$ cat config.mk
export PLATFORM = sky130hd
export DESIGN_NAME = i2cTop
export DESIGN_NICKNAME = d
export VERILOG_FILES = /design/src/design/i2cBusPkg.sv /design/src/design/i2cProtoPkg.sv /design/src/design/i2cBitIf.sv /design/src/design/i2cBitEngine.sv /design/src/design/i2cCsr.sv /design/src/design/i2cPollSeq.sv /design/src/design/i2cTop.sv
export SDC_FILE = /design/constraint.sdc
export NUM_CORES = 1
export LEC_CHECK = 0
export BUFFER_PORTS_ARGS = -buffer_cell sky130_fd_sc_hd__buf_2
export CORE_UTILIZATION = 55
export CTS_CLUSTER_DIAMETER = 120
export DETAILED_ROUTE_END_ITERATION = 8
export PLACE_DENSITY = 0.9
export SLEW_MARGIN = 20
export SYNTH_ARGS = -nofsm -noshare
export SYNTH_HDL_FRONTEND = slang
export SYNTH_SLANG_ARGS = --single-unit
$ cat constraint.sdc
create_clock -name iSysClk -period 3.7 [get_ports iSysClk]
set_input_delay 0.37 -clock iSysClk [delete_from_list [all_inputs] [get_ports iSysClk]]
set_output_delay 0.37 -clock iSysClk [all_outputs]
set_load 0.05 [all_outputs]
$ cat src/design/i2cBusPkg.sv
// Host bus widths, Wishbone address layout and register map shared by the CSR block and the testbench
package i2cBusPkg;

	// ----------------------------------------------------------
	// Bus widths
	// ----------------------------------------------------------
	localparam int busDataW = 32;	// Wishbone data width
	localparam int busAdrsW = 32;	// Wishbone byte address width
	localparam int blockW   = 24;	// Upper block number field
	localparam int ofsW     = 8;	// Register offset field

	// ----------------------------------------------------------
	// Address word, seen whole or as block plus offset
	// ----------------------------------------------------------
	typedef struct packed {
		logic [blockW-1:0] blockNum;	// Selects the peripheral block
		logic [ofsW-1:0]   regOfs;	// Byte offset inside the block
	} csrAdrsFieldT;

	typedef union packed {
		logic [busAdrsW-1:0] word;	// Raw address from the host
		csrAdrsFieldT        field;
	} csrAdrsT;

	// Register offsets
	localparam logic [ofsW-1:0] CtrlOfs = 8'h00;	// Bit 0 enable
	localparam logic [ofsW-1:0] DivOfs  = 8'h04;	// SCL quarter divider
	localparam logic [ofsW-1:0] KeyOfs  = 8'h80;	// Last keypad word, read only
	localparam logic [ofsW-1:0] StatOfs = 8'h84;	// Sticky flags, write 1 to clear

	// Stat bit positions
	localparam int statDoneBit = 0;
	localparam int statNackBit = 1;
	localparam int statW       = 2;

endpackage

$ cat src/design/i2cProtoPkg.sv
// I2C protocol side definitions: bit engine commands, poll sequencer states and keypad addressing
package i2cProtoPkg;

	// ----------------------------------------------------------
	// Bit engine commands
	// ----------------------------------------------------------
	typedef enum logic [1:0] {
		cmdStart = 2'd0,	// START condition
		cmdStop  = 2'd1,	// STOP condition
		cmdWrite = 2'd2,	// 8 bits out, slave ACK in
		cmdRead  = 2'd3	// 8 bits in, master ACK out
	} i2cCmdT;

	// ----------------------------------------------------------
	// Poll sequencer states
	// ----------------------------------------------------------
	typedef enum logic [2:0] {
		seqIdle   = 3'd0,	// Waiting for enable
		seqStart  = 3'd1,
		seqAdrs   = 3'd2,	// Address byte with read bit
		seqRdHi   = 3'd3,	// High byte, master ACK
		seqRdLo   = 3'd4,	// Low byte, master NACK
		seqStop   = 3'd5,
		seqReport = 3'd6	// Result pulse cycle
	} seqStateT;

	// Keypad slave
	localparam logic [6:0] keypadAdrs = 7'h20;
	localparam int         keyWordW   = 16;	// Two bytes, high first

endpackage

$ cat src/design/i2cBitIf.sv
// Internal interfaces: CSR to poll sequencer control path, and poll sequencer to bit engine commands
interface i2cCtrlIf #(
	parameter int pDivBits = 16
) ();
	import i2cProtoPkg::*;

	logic                enable;	// Keep polling
	logic [pDivBits-1:0] div;	// Quarter bit divider
	logic [keyWordW-1:0] keyWord;	// Assembled keypad word
	logic                keyValid;	// One cycle, loads Key and sets done
	logic                nackPulse;	// One cycle, sets nack

	modport csr (output enable, output div, input keyWord, input keyValid, input nackPulse);
	modport seq (input enable, output keyWord, output keyValid, output nackPulse);
endinterface

interface i2cBitIf ();
	import i2cProtoPkg::*;

	i2cCmdT     cmd;
	logic [7:0] txByte;
	logic       ackOut;	// Master ACK after a read byte
	logic       go;	// One cycle, only while idle
	logic       busy;
	logic       done;	// One cycle at command end
	logic [7:0] rxByte;
	logic       ackIn;	// Slave ACK after a written byte

	modport seq (output cmd, output txByte, output ackOut, output go,
		input busy, input done, input rxByte, input ackIn);
	modport eng (input cmd, input txByte, input ackOut, input go,
		output busy, output done, output rxByte, output ackIn);
endinterface

$ cat src/design/i2cBitEngine.sv
// I2C bit engine: runs one START, STOP, byte write or byte read on open-drain SCL and SDA
module i2cBitEngine #(
	parameter int pDivBits = 16
)(
	input  logic                iSysClk,
	input  logic                rstN,
	input  logic [pDivBits-1:0] div,	// Quarter bit is div+1 cycles
	input  logic                sdaIn,	// Resolved SDA line
	output logic                sclOe,	// High pulls SCL low
	output logic                sdaOe,	// High pulls SDA low
	i2cBitIf.eng                bitIf
);
	import i2cProtoPkg::*;

	// Command context
	i2cCmdT              cmdR;
	logic [7:0]          txR;
	logic                ackOutR;
	logic [7:0]          rxR;
	logic                ackInR;
	logic                busyR;
	logic                doneR;
	// Quarter and bit position
	logic [pDivBits-1:0] qCnt;
	logic [1:0]          phase;	// 0 low, 1-2 high, 3 low for data bits
	logic [3:0]          bitCnt;	// 0-7 data, 8 ACK
	logic                tick;	// Last cycle of a quarter
	logic                lastQ;
	logic                step;	// Load outputs for a new quarter
	// Next quarter selection
	i2cCmdT              selCmd;
	logic [7:0]          selTx;
	logic                selAck;
	logic [1:0]          selPh;
	logic [3:0]          selBit;
	logic                sclNxt;
	logic                sdaNxt;

	assign bitIf.busy   = busyR;
	assign bitIf.done   = doneR;
	assign bitIf.rxByte = rxR;
	assign bitIf.ackIn  = ackInR;

	assign tick  = busyR && (qCnt >= div);	// >= copes with div lowered mid command
	assign lastQ = (phase == 2'd3) &&
		((cmdR == cmdStart) || (cmdR == cmdStop) || (bitCnt == 4'd8));
	assign step  = bitIf.go || (tick && !lastQ);

	// ----------------------------------------------------------
	// Line levels for the quarter about to start
	// ----------------------------------------------------------
	always_comb
	begin
		selCmd = bitIf.go ? bitIf.cmd : cmdR;
		selTx  = bitIf.go ? bitIf.txByte : txR;
		selAck = bitIf.go ? bitIf.ackOut : ackOutR;
		selPh  = bitIf.go ? 2'd0 : phase + 2'd1;
		selBit = bitIf.go ? 4'd0 : ((phase == 2'd3) ? bitCnt + 4'd1 : bitCnt);
		sclNxt = sclOe;
		sdaNxt = sdaOe;
		case (selCmd)
			cmdStart:
			begin
				case (selPh)
					2'd0: sdaNxt = 1'b0;	// SDA up first
					2'd1: sclNxt = 1'b0;
					2'd2: sdaNxt = 1'b1;	// SDA falls under high SCL
					default: sclNxt = 1'b1;
				endcase
			end
			cmdStop:
			begin
				case (selPh)
					2'd0:
					begin
						sclNxt = 1'b1;
						sdaNxt = 1'b1;
					end
					2'd1: sclNxt = 1'b0;
					2'd2: sdaNxt = 1'b0;	// SDA rises under high SCL
					default: sdaNxt = 1'b0;
				endcase
			end
			default:	// Byte commands
			begin
				sclNxt = (selPh == 2'd0) || (selPh == 2'd3);
				if (selPh == 2'd0)
				begin
					if (selCmd == cmdWrite)
						sdaNxt = (selBit == 4'd8) ? 1'b0 : !selTx[3'd7 - selBit[2:0]];
					else
						sdaNxt = (selBit == 4'd8) ? selAck : 1'b0;
				end
			end
		endcase
	end

	// ----------------------------------------------------------
	// Timing and outputs
	// ----------------------------------------------------------
	always_ff @(posedge iSysClk or negedge rstN)
	begin
		if (!rstN)
		begin
			busyR  <= 1'b0;
			doneR  <= 1'b0;
			cmdR   <= cmdStart;
			qCnt   <= '0;
			phase  <= 2'd0;
			bitCnt <= 4'd0;
			sclOe  <= 1'b0;	// Bus released
			sdaOe  <= 1'b0;
		end
		else
		begin
			doneR <= 1'b0;
			if (bitIf.go)
			begin
				busyR  <= 1'b1;
				cmdR   <= bitIf.cmd;
				qCnt   <= '0;
				phase  <= 2'd0;
				bitCnt <= 4'd0;
			end
			else if (tick)
			begin
				qCnt  <= '0;
				phase <= phase + 2'd1;
				if (phase == 2'd3)
					bitCnt <= bitCnt + 4'd1;
				if (lastQ)
				begin
					busyR <= 1'b0;
					doneR <= 1'b1;
				end
			end
			else if (busyR)
				qCnt <= qCnt + 1'b1;

			if (step)
			begin
				sclOe <= sclNxt;
				sdaOe <= sdaNxt;
			end
		end
	end

	// Byte payload, sampled mid SCL-high
	always_ff @(posedge iSysClk)
	begin
		if (bitIf.go)
		begin
			txR     <= bitIf.txByte;
			ackOutR <= bitIf.ackOut;
		end
		if (tick && (phase == 2'd1) && ((cmdR == cmdWrite) || (cmdR == cmdRead)))
		begin
			if (bitCnt == 4'd8)
				ackInR <= !sdaIn;	// Low means ACK
			else
				rxR <= {rxR[6:0], sdaIn};	// MSB first
		end
	end

	goWhileIdle: assert property (@(posedge iSysClk) disable iff (!rstN)
		bitIf.go |-> !bitIf.busy);

endmodule

$ cat src/design/i2cCsr.sv
// Wishbone classic register block: holds enable and divider, captures keypad word and sticky flags
module i2cCsr #(
	parameter logic [i2cBusPkg::blockW-1:0] pBlockAdrs = 24'h000004,
	parameter int                           pDivBits   = 16
)(
	input  logic                            iSysClk,
	input  logic                            rstN,
	input  logic                            wbCyc,
	input  logic                            wbStb,
	input  logic                            wbWe,
	input  logic [i2cBusPkg::busAdrsW-1:0]  wbAdr,
	input  logic [i2cBusPkg::busDataW-1:0]  wbDatW,
	output logic [i2cBusPkg::busDataW-1:0]  wbDatR,	// Valid with wbAck
	output logic                            wbAck,
	i2cCtrlIf.csr                           ctrl
);
	import i2cBusPkg::*;
	import i2cProtoPkg::*;

	csrAdrsT             adrs;
	logic                hit;	// Strobe addressed to this block
	logic                wrEn;
	logic                enableR;
	logic [pDivBits-1:0] divR;
	logic [keyWordW-1:0] keyR;
	logic [statW-1:0]    statR;	// done, nack
	logic                statWr;

	// ----------------------------------------------------------
	// Address decode
	// ----------------------------------------------------------
	assign adrs.word = wbAdr;
	// No new hit in the ack cycle, so one strobe gets one ack
	assign hit    = wbCyc && wbStb && !wbAck && (adrs.field.blockNum == pBlockAdrs);
	assign wrEn   = hit && wbWe;
	assign statWr = wrEn && (adrs.field.regOfs == StatOfs);

	assign ctrl.enable = enableR;
	assign ctrl.div    = divR;

	// Bus ack
	always_ff @(posedge iSysClk or negedge rstN)
	begin
		if (!rstN)
			wbAck <= 1'b0;
		else
			wbAck <= hit;
	end

	// ----------------------------------------------------------
	// Control and status registers
	// ----------------------------------------------------------
	always_ff @(posedge iSysClk or negedge rstN)
	begin
		if (!rstN)
		begin
			enableR <= 1'b0;
			divR    <= '1;	// Slowest SCL out of reset
			keyR    <= '0;
			statR   <= '0;
		end
		else
		begin
			if (wrEn && (adrs.field.regOfs == CtrlOfs))
				enableR <= wbDatW[0];
			if (wrEn && (adrs.field.regOfs == DivOfs))
				divR <= wbDatW[pDivBits-1:0];
			if (ctrl.keyValid)
				keyR <= ctrl.keyWord;	// Latest word only

			// Set beats clear in the same cycle
			if (ctrl.keyValid)
				statR[statDoneBit] <= 1'b1;
			else if (statWr && wbDatW[statDoneBit])
				statR[statDoneBit] <= 1'b0;

			if (ctrl.nackPulse)
				statR[statNackBit] <= 1'b1;
			else if (statWr && wbDatW[statNackBit])
				statR[statNackBit] <= 1'b0;
		end
	end

	// Read data, registered with the ack
	always_ff @(posedge iSysClk)
	begin
		if (hit && !wbWe)
		begin
			case (adrs.field.regOfs)
				CtrlOfs: wbDatR <= {{(busDataW-1){1'b0}}, enableR};
				DivOfs:  wbDatR <= {{(busDataW-pDivBits){1'b0}}, divR};
				KeyOfs:  wbDatR <= {{(busDataW-keyWordW){1'b0}}, keyR};
				StatOfs: wbDatR <= {{(busDataW-statW){1'b0}}, statR};
				default: wbDatR <= '0;	// Unmapped
			endcase
		end
	end

	// ----------------------------------------------------------
	// Bus protocol checks
	// ----------------------------------------------------------
	ackAfterStb: assert property (@(posedge iSysClk) disable iff (!rstN)
		wbAck |-> $past(wbStb));
	ackOneCycle: assert property (@(posedge iSysClk) disable iff (!rstN)
		wbAck |=> !wbAck);

endmodule

$ cat src/design/i2cPollSeq.sv
// Keypad poll sequencer: repeats START, address read, two data bytes and STOP while enabled
module i2cPollSeq (
	input  logic  iSysClk,
	input  logic  rstN,
	i2cCtrlIf.seq ctrl,
	i2cBitIf.seq  bitIf
);
	import i2cProtoPkg::*;

	seqStateT            state;
	logic                pending;	// Command issued, waiting for done
	logic                cmdState;	// State that owns a bus command
	logic                issue;
	logic                cmdEnd;
	logic                nackSeen;	// Address was not acked
	logic [keyWordW-1:0] wordR;

	assign cmdState = (state == seqStart) || (state == seqAdrs) || (state == seqRdHi) ||
		(state == seqRdLo) || (state == seqStop);
	assign issue  = cmdState && !pending;
	assign cmdEnd = pending && bitIf.done;

	// ----------------------------------------------------------
	// Command selection
	// ----------------------------------------------------------
	always_comb
	begin
		case (state)
			seqStart:         bitIf.cmd = cmdStart;
			seqAdrs:          bitIf.cmd = cmdWrite;
			seqRdHi, seqRdLo: bitIf.cmd = cmdRead;
			default:          bitIf.cmd = cmdStop;
		endcase
	end

	assign bitIf.txByte = {keypadAdrs, 1'b1};	// Only write is the address, R/W = read
	assign bitIf.ackOut = (state == seqRdHi);	// NACK the last byte
	assign ctrl.keyWord = wordR;

	// ----------------------------------------------------------
	// Transaction FSM
	// ----------------------------------------------------------
	always_ff @(posedge iSysClk or negedge rstN)
	begin
		if (!rstN)
		begin
			state          <= seqIdle;
			pending        <= 1'b0;
			nackSeen       <= 1'b0;
			bitIf.go       <= 1'b0;
			ctrl.keyValid  <= 1'b0;
			ctrl.nackPulse <= 1'b0;
		end
		else
		begin
			bitIf.go       <= 1'b0;
			ctrl.keyValid  <= 1'b0;
			ctrl.nackPulse <= 1'b0;
			if (issue)
			begin
				bitIf.go <= 1'b1;
				pending  <= 1'b1;
			end
			else if (cmdEnd)
			begin
				pending <= 1'b0;
				case (state)
					seqStart: state <= seqAdrs;
					seqAdrs:
					begin
						if (bitIf.ackIn)
							state <= seqRdHi;
						else
						begin
							nackSeen <= 1'b1;	// Skip the data, go to STOP
							state    <= seqStop;
						end
					end
					seqRdHi: state <= seqRdLo;
					seqRdLo: state <= seqStop;
					default:	// STOP finished
					begin
						ctrl.keyValid  <= !nackSeen;
						ctrl.nackPulse <= nackSeen;
						state          <= seqReport;
					end
				endcase
			end
			else if ((state == seqIdle) && ctrl.enable)
			begin
				nackSeen <= 1'b0;
				state    <= seqStart;
			end
			else if (state == seqReport)
				state <= seqIdle;	// Enable checked again next cycle
		end
	end

	// Word assembly, high byte first
	always_ff @(posedge iSysClk)
	begin
		if (cmdEnd && ((state == seqRdHi) || (state == seqRdLo)))
			wordR <= {wordR[7:0], bitIf.rxByte};
	end

endmodule

$ cat src/design/i2cTop.sv
// Keypad poller top level: Wishbone register block, poll sequencer and I2C bit engine on plain ports
module i2cTop #(
	parameter logic [i2cBusPkg::blockW-1:0] pBlockAdrs = 24'h000004,
	parameter int                           pDivBits   = 16
)(
	input  logic                           iSysClk,
	input  logic                           rstN,
	// Wishbone classic slave
	input  logic                           wbCyc,
	input  logic                           wbStb,
	input  logic                           wbWe,
	input  logic [i2cBusPkg::busAdrsW-1:0] wbAdr,
	input  logic [i2cBusPkg::busDataW-1:0] wbDatW,
	output logic [i2cBusPkg::busDataW-1:0] wbDatR,
	output logic                           wbAck,
	// I2C lines, open drain
	input  logic                           sdaIn,
	output logic                           sclOe,
	output logic                           sdaOe
);

	// ----------------------------------------------------------
	// Internal buses
	// ----------------------------------------------------------
	i2cCtrlIf #(.pDivBits(pDivBits)) ctrlBus ();
	i2cBitIf bitBus ();

	i2cCsr #(
		.pBlockAdrs (pBlockAdrs),
		.pDivBits   (pDivBits)
	) uCsr (
		.iSysClk (iSysClk),
		.rstN    (rstN),
		.wbCyc   (wbCyc),
		.wbStb   (wbStb),
		.wbWe    (wbWe),
		.wbAdr   (wbAdr),
		.wbDatW  (wbDatW),
		.wbDatR  (wbDatR),
		.wbAck   (wbAck),
		.ctrl    (ctrlBus.csr)
	);

	i2cPollSeq uSeq (
		.iSysClk (iSysClk),
		.rstN    (rstN),
		.ctrl    (ctrlBus.seq),
		.bitIf   (bitBus.seq)
	);

	// Divider comes straight from the CSR
	i2cBitEngine #(.pDivBits(pDivBits)) uEng (
		.iSysClk (iSysClk),
		.rstN    (rstN),
		.div     (ctrlBus.div),
		.sdaIn   (sdaIn),
		.sclOe   (sclOe),
		.sdaOe   (sdaOe),
		.bitIf   (bitBus.eng)
	);

endmodule

==> impl_results.md <==
- Total track usage: 25.9%
- Residual DRC: 0
- Max-slew violations: 0
- Fin crit share: 84.2%
- # setup viols final: 0
- Global-route wire length before repair: 21.7 mm
- Worst Setup End Kind: flip-flop
- CP max FO: 8
- RR Startpoint: uCsr.ctrl.div[13]
- Worst path depth: 8
- CP bufs+invs: 2
- Overall power: 3070 uW
- Slew margin rel.: 34.2%
- Fin nets: 691
- TritonCTS clock tree: yes
- Top FF cell, synth: dfrtp_1
- Slew @ Worst Pin: 0.986 ns
- Worst reg-to-reg path cell count: 8
- Achievable clock frequency: 321 MHz
- Maximum vdd drop: 0.000320 V
- Die Footprint: 0.0111 mm2
- Worst Hold Path EP: uEng.bitIf.rxByte[0]
- Clock Skew: 0.00954 ns
- Largest net degree at the start of global routing: 45
- Synth top area share: 23.9%
- Synth Instances: 523
- Clock root cell: clkbuf_8
- Top delay family on crit path: simple AND/OR/NAND/NOR gates
- Critical Path RT: 3.93 ns
- DRT Pass-1 Iters: 5
- # resized after CTS: 0
- Starting Density: 56.8%
- Post-synth ARST share: 59.0%
- Static leakage: 0.00320 uW
- Period minus WS final: 3.12 ns
- Final Hold Fails: 0
- Top cells by area, synth: dfrtp_1 (24%), edfxtp_1 (21%), dfstp_2 (7.2%), ha_1 (5.1%), mux2_2 (4.0%)
- CP arrival: 3.35 ns
- Vias in the first global route: 4468
- Slowest stage delay, CP: 0.55 ns
- Final GP Congestion: 0.882
- RSZ-0062 raised after global routing: no
- Routed Wire Length: 13.3 mm
- Reg clk slew, reported paths: 0.06 ns
- Share of layout cells above drive strength 1: 25.2%
- Yosys cell types: 65
- HPWL Detailed: 9.14 mm
- FILL cells: 722
- Initial antenna violation count: 0
- Setup TNS: 0 ns
- Status: finished, final reports clean
- Avg Cell Area, Syn: 11.2 um2
- Core area: 0.0103 mm2
- Via count: 4281
- Num ports: 105
- Post-Syn Area: 0.00587 mm2
- Clock Sinks: 122
- Fin cells: 746
- H-tree Lvls: 4
- Hold path start: sdaIn
- Max Cap Viol: 0
- Critical Path Slowest Stage Cell: dfstp_2
- Power Density: 447 mW/mm2
- Routed Antenna Nets: 0
- Worst min-delay path class: in -> reg
- R2r endpoint: uEng.bitIf.rxByte[7]
- YS warnings: 0
- Reg2Reg Setup Slack: 0.58 ns
- Critical path cell sequence: inv_1 > ha_1 > nand4_1 > or3_4 > o22ai_1 > o31ai_2 > nor3b_1 > buf_4
- Worst hold path depth: 1
- Cell taking the most area after synthesis: dfrtp_1
- Global route overflow: 0
- Crit start category: flip-flop
- Cts hold-fix bufs: 1
- 1st-iter DRT viols: 238
- Layout area overhead: 17.1%
- CTS max path bufs: 2
- Port-buffer cells: 72
- Post-CTS Setup Bufs: 0
- EDFF count, synth: 41
- Worst Setup Path Type: reg -> reg
- WL/cell: 17.8 um
- Number of CTS-inserted buffers: 17
- Via/cell ratio: 5.74
- Most frequent cells in the layout: buf_2 (72), dfrtp_1 (55), nand2_1 (44), edfxtp_1 (41), nor2_1 (36)
- Row count: 37
- # diodes: 0
- Most common cell after layout, fill and taps aside: buf_2
- Clock latency on the worst-skew pair: 0.53 ns
- Synth Register Bits: 122
- Die width: 105 um
- Sequential element share of the synthesized area: 55.1%
- Dpl cells: 713
- DIE HEIGHT: 105 um
metal layers:
| metal | track usage (%) | vias up | wire (um) | part of all wire (%) |
|---|---|---|---|---|
| li1 | - | 1995 | - | - |
| met1 | 29.5 | 2082 | 5140 | 39 |
| met2 | 46.1 | 172 | 6990 | 53 |
| met3 | 6.12 | 32 | 744 | 5.6 |
| met4 | 11.9 | 0 | 381 | 2.9 |
| met5 | 0 | - | 0 | 0 |
Yosys cell counts (2+ instances only):
cell type   n
dfrtp_1    56
nand2_1    44
edfxtp_1   41
nor2_1     36
inv_1      31
o21ai_0    25
ha_1       24
clkbuf_1   21
mux2_2     21
a21oi_1    17
buf_4      16
dfstp_2    16
a22o_1     14
nand3_1    12
xor2_1     12
dfxtp_1     9
nor2b_1     9
nor3_1      9
and3_1      8
nand2b_1    8
nand4_1     8
nor4_1      8
a21o_1      6
a31oi_1     4
and2_1      4
mux2i_1     4
or2_2       4
xnor2_1     4
a211oi_1    3
mux4_2      3
nor3b_1     3
nor4b_1     3
o22ai_1     3
a41o_1      2
buf_1       2
o21a_1      2
o31ai_1     2
or3_1       2
cell type report:
type,count,area (um2),area share (%)
Sequential cell,122,3230,47.1
Clock buffer,23,437,6.36
Inverter,31,116,1.69
Multi-Input combinational cell,346,2370,34.5
Tap cell,136,170,2.48
Clock inverter,9,124,1.80
Timing Repair Buffer,79,415,6.05
logic make-up after synthesis:
family / synth area share [%]
mux: 5.87
flops: 55.1
xor+xnor: 2.39
buf+inv: 5.50
fa+ha+maj: 5.12
other cells: 0.0639
compound gates: 11.5
simple gates: 14.4
power breakdown:
group	switching [uW]	total (uW)	internal, uW
registers	0.000202	1390	1390
logic	65.4	89.5	24.1
clock network	569	1590	1020
total	635	3070	2430
sequential cells by signal, summed over array words and instances (netlist names), 2 cells and up:
register,count
uCsr.ctrl.div,16
uSeq.state,3
uEng.bitCnt,4
uEng.qCnt,16
uEng.txR,8
uEng.cmdR,2
uSeq.ctrl.keyWord,16
uEng.phase,2
uCsr.keyR,16
uCsr.wbDatR,16
uCsr.statR,2
uEng.bitIf.rxByte,8
worst register-to-register path: stages (launching register included):
cell and delay (ns):
dfstp_2 0.55, inv_1 0.07, ha_1 0.32, nand4_1 0.18, or3_4 0.46, o22ai_1 0.41
o31ai_2 0.25, nor3b_1 0.34, buf_4 0.24
stage by stage:
step                util, %  hold slack (ns)  cell area, um2  setup slack (ns)
finish                 66.5           0.0362            6870             0.583
floorplan                 -           0.0744            5920             0.740
CTS                    66.5           0.0272            6870             0.598
global route           66.5           0.0272            6870             0.523
detailed placement     61.0            0.406            6300             0.716
global placement       61.0            0.404            6300             0.858
worst max-delay path by stage:
| stage | endpoint | start |
|---|---|---|
| 3_5_place_dp | uEng.bitIf.rxByte[7] | uCsr.ctrl.div[14] |
| 2_1_floorplan | uEng.bitIf.rxByte[0] | uCsr.ctrl.div[15] |
| 3_3_place_gp | uEng.bitIf.rxByte[7] | uCsr.ctrl.div[15] |
| 6_report | uEng.bitIf.rxByte[7] | uCsr.ctrl.div[13] |
| 5_1_grt | uEng.bitIf.rxByte[7] | uCsr.ctrl.div[13] |
| 4_1_cts | uEng.bitIf.rxByte[7] | uCsr.ctrl.div[13] |
(Power assumes the default switching activity.)
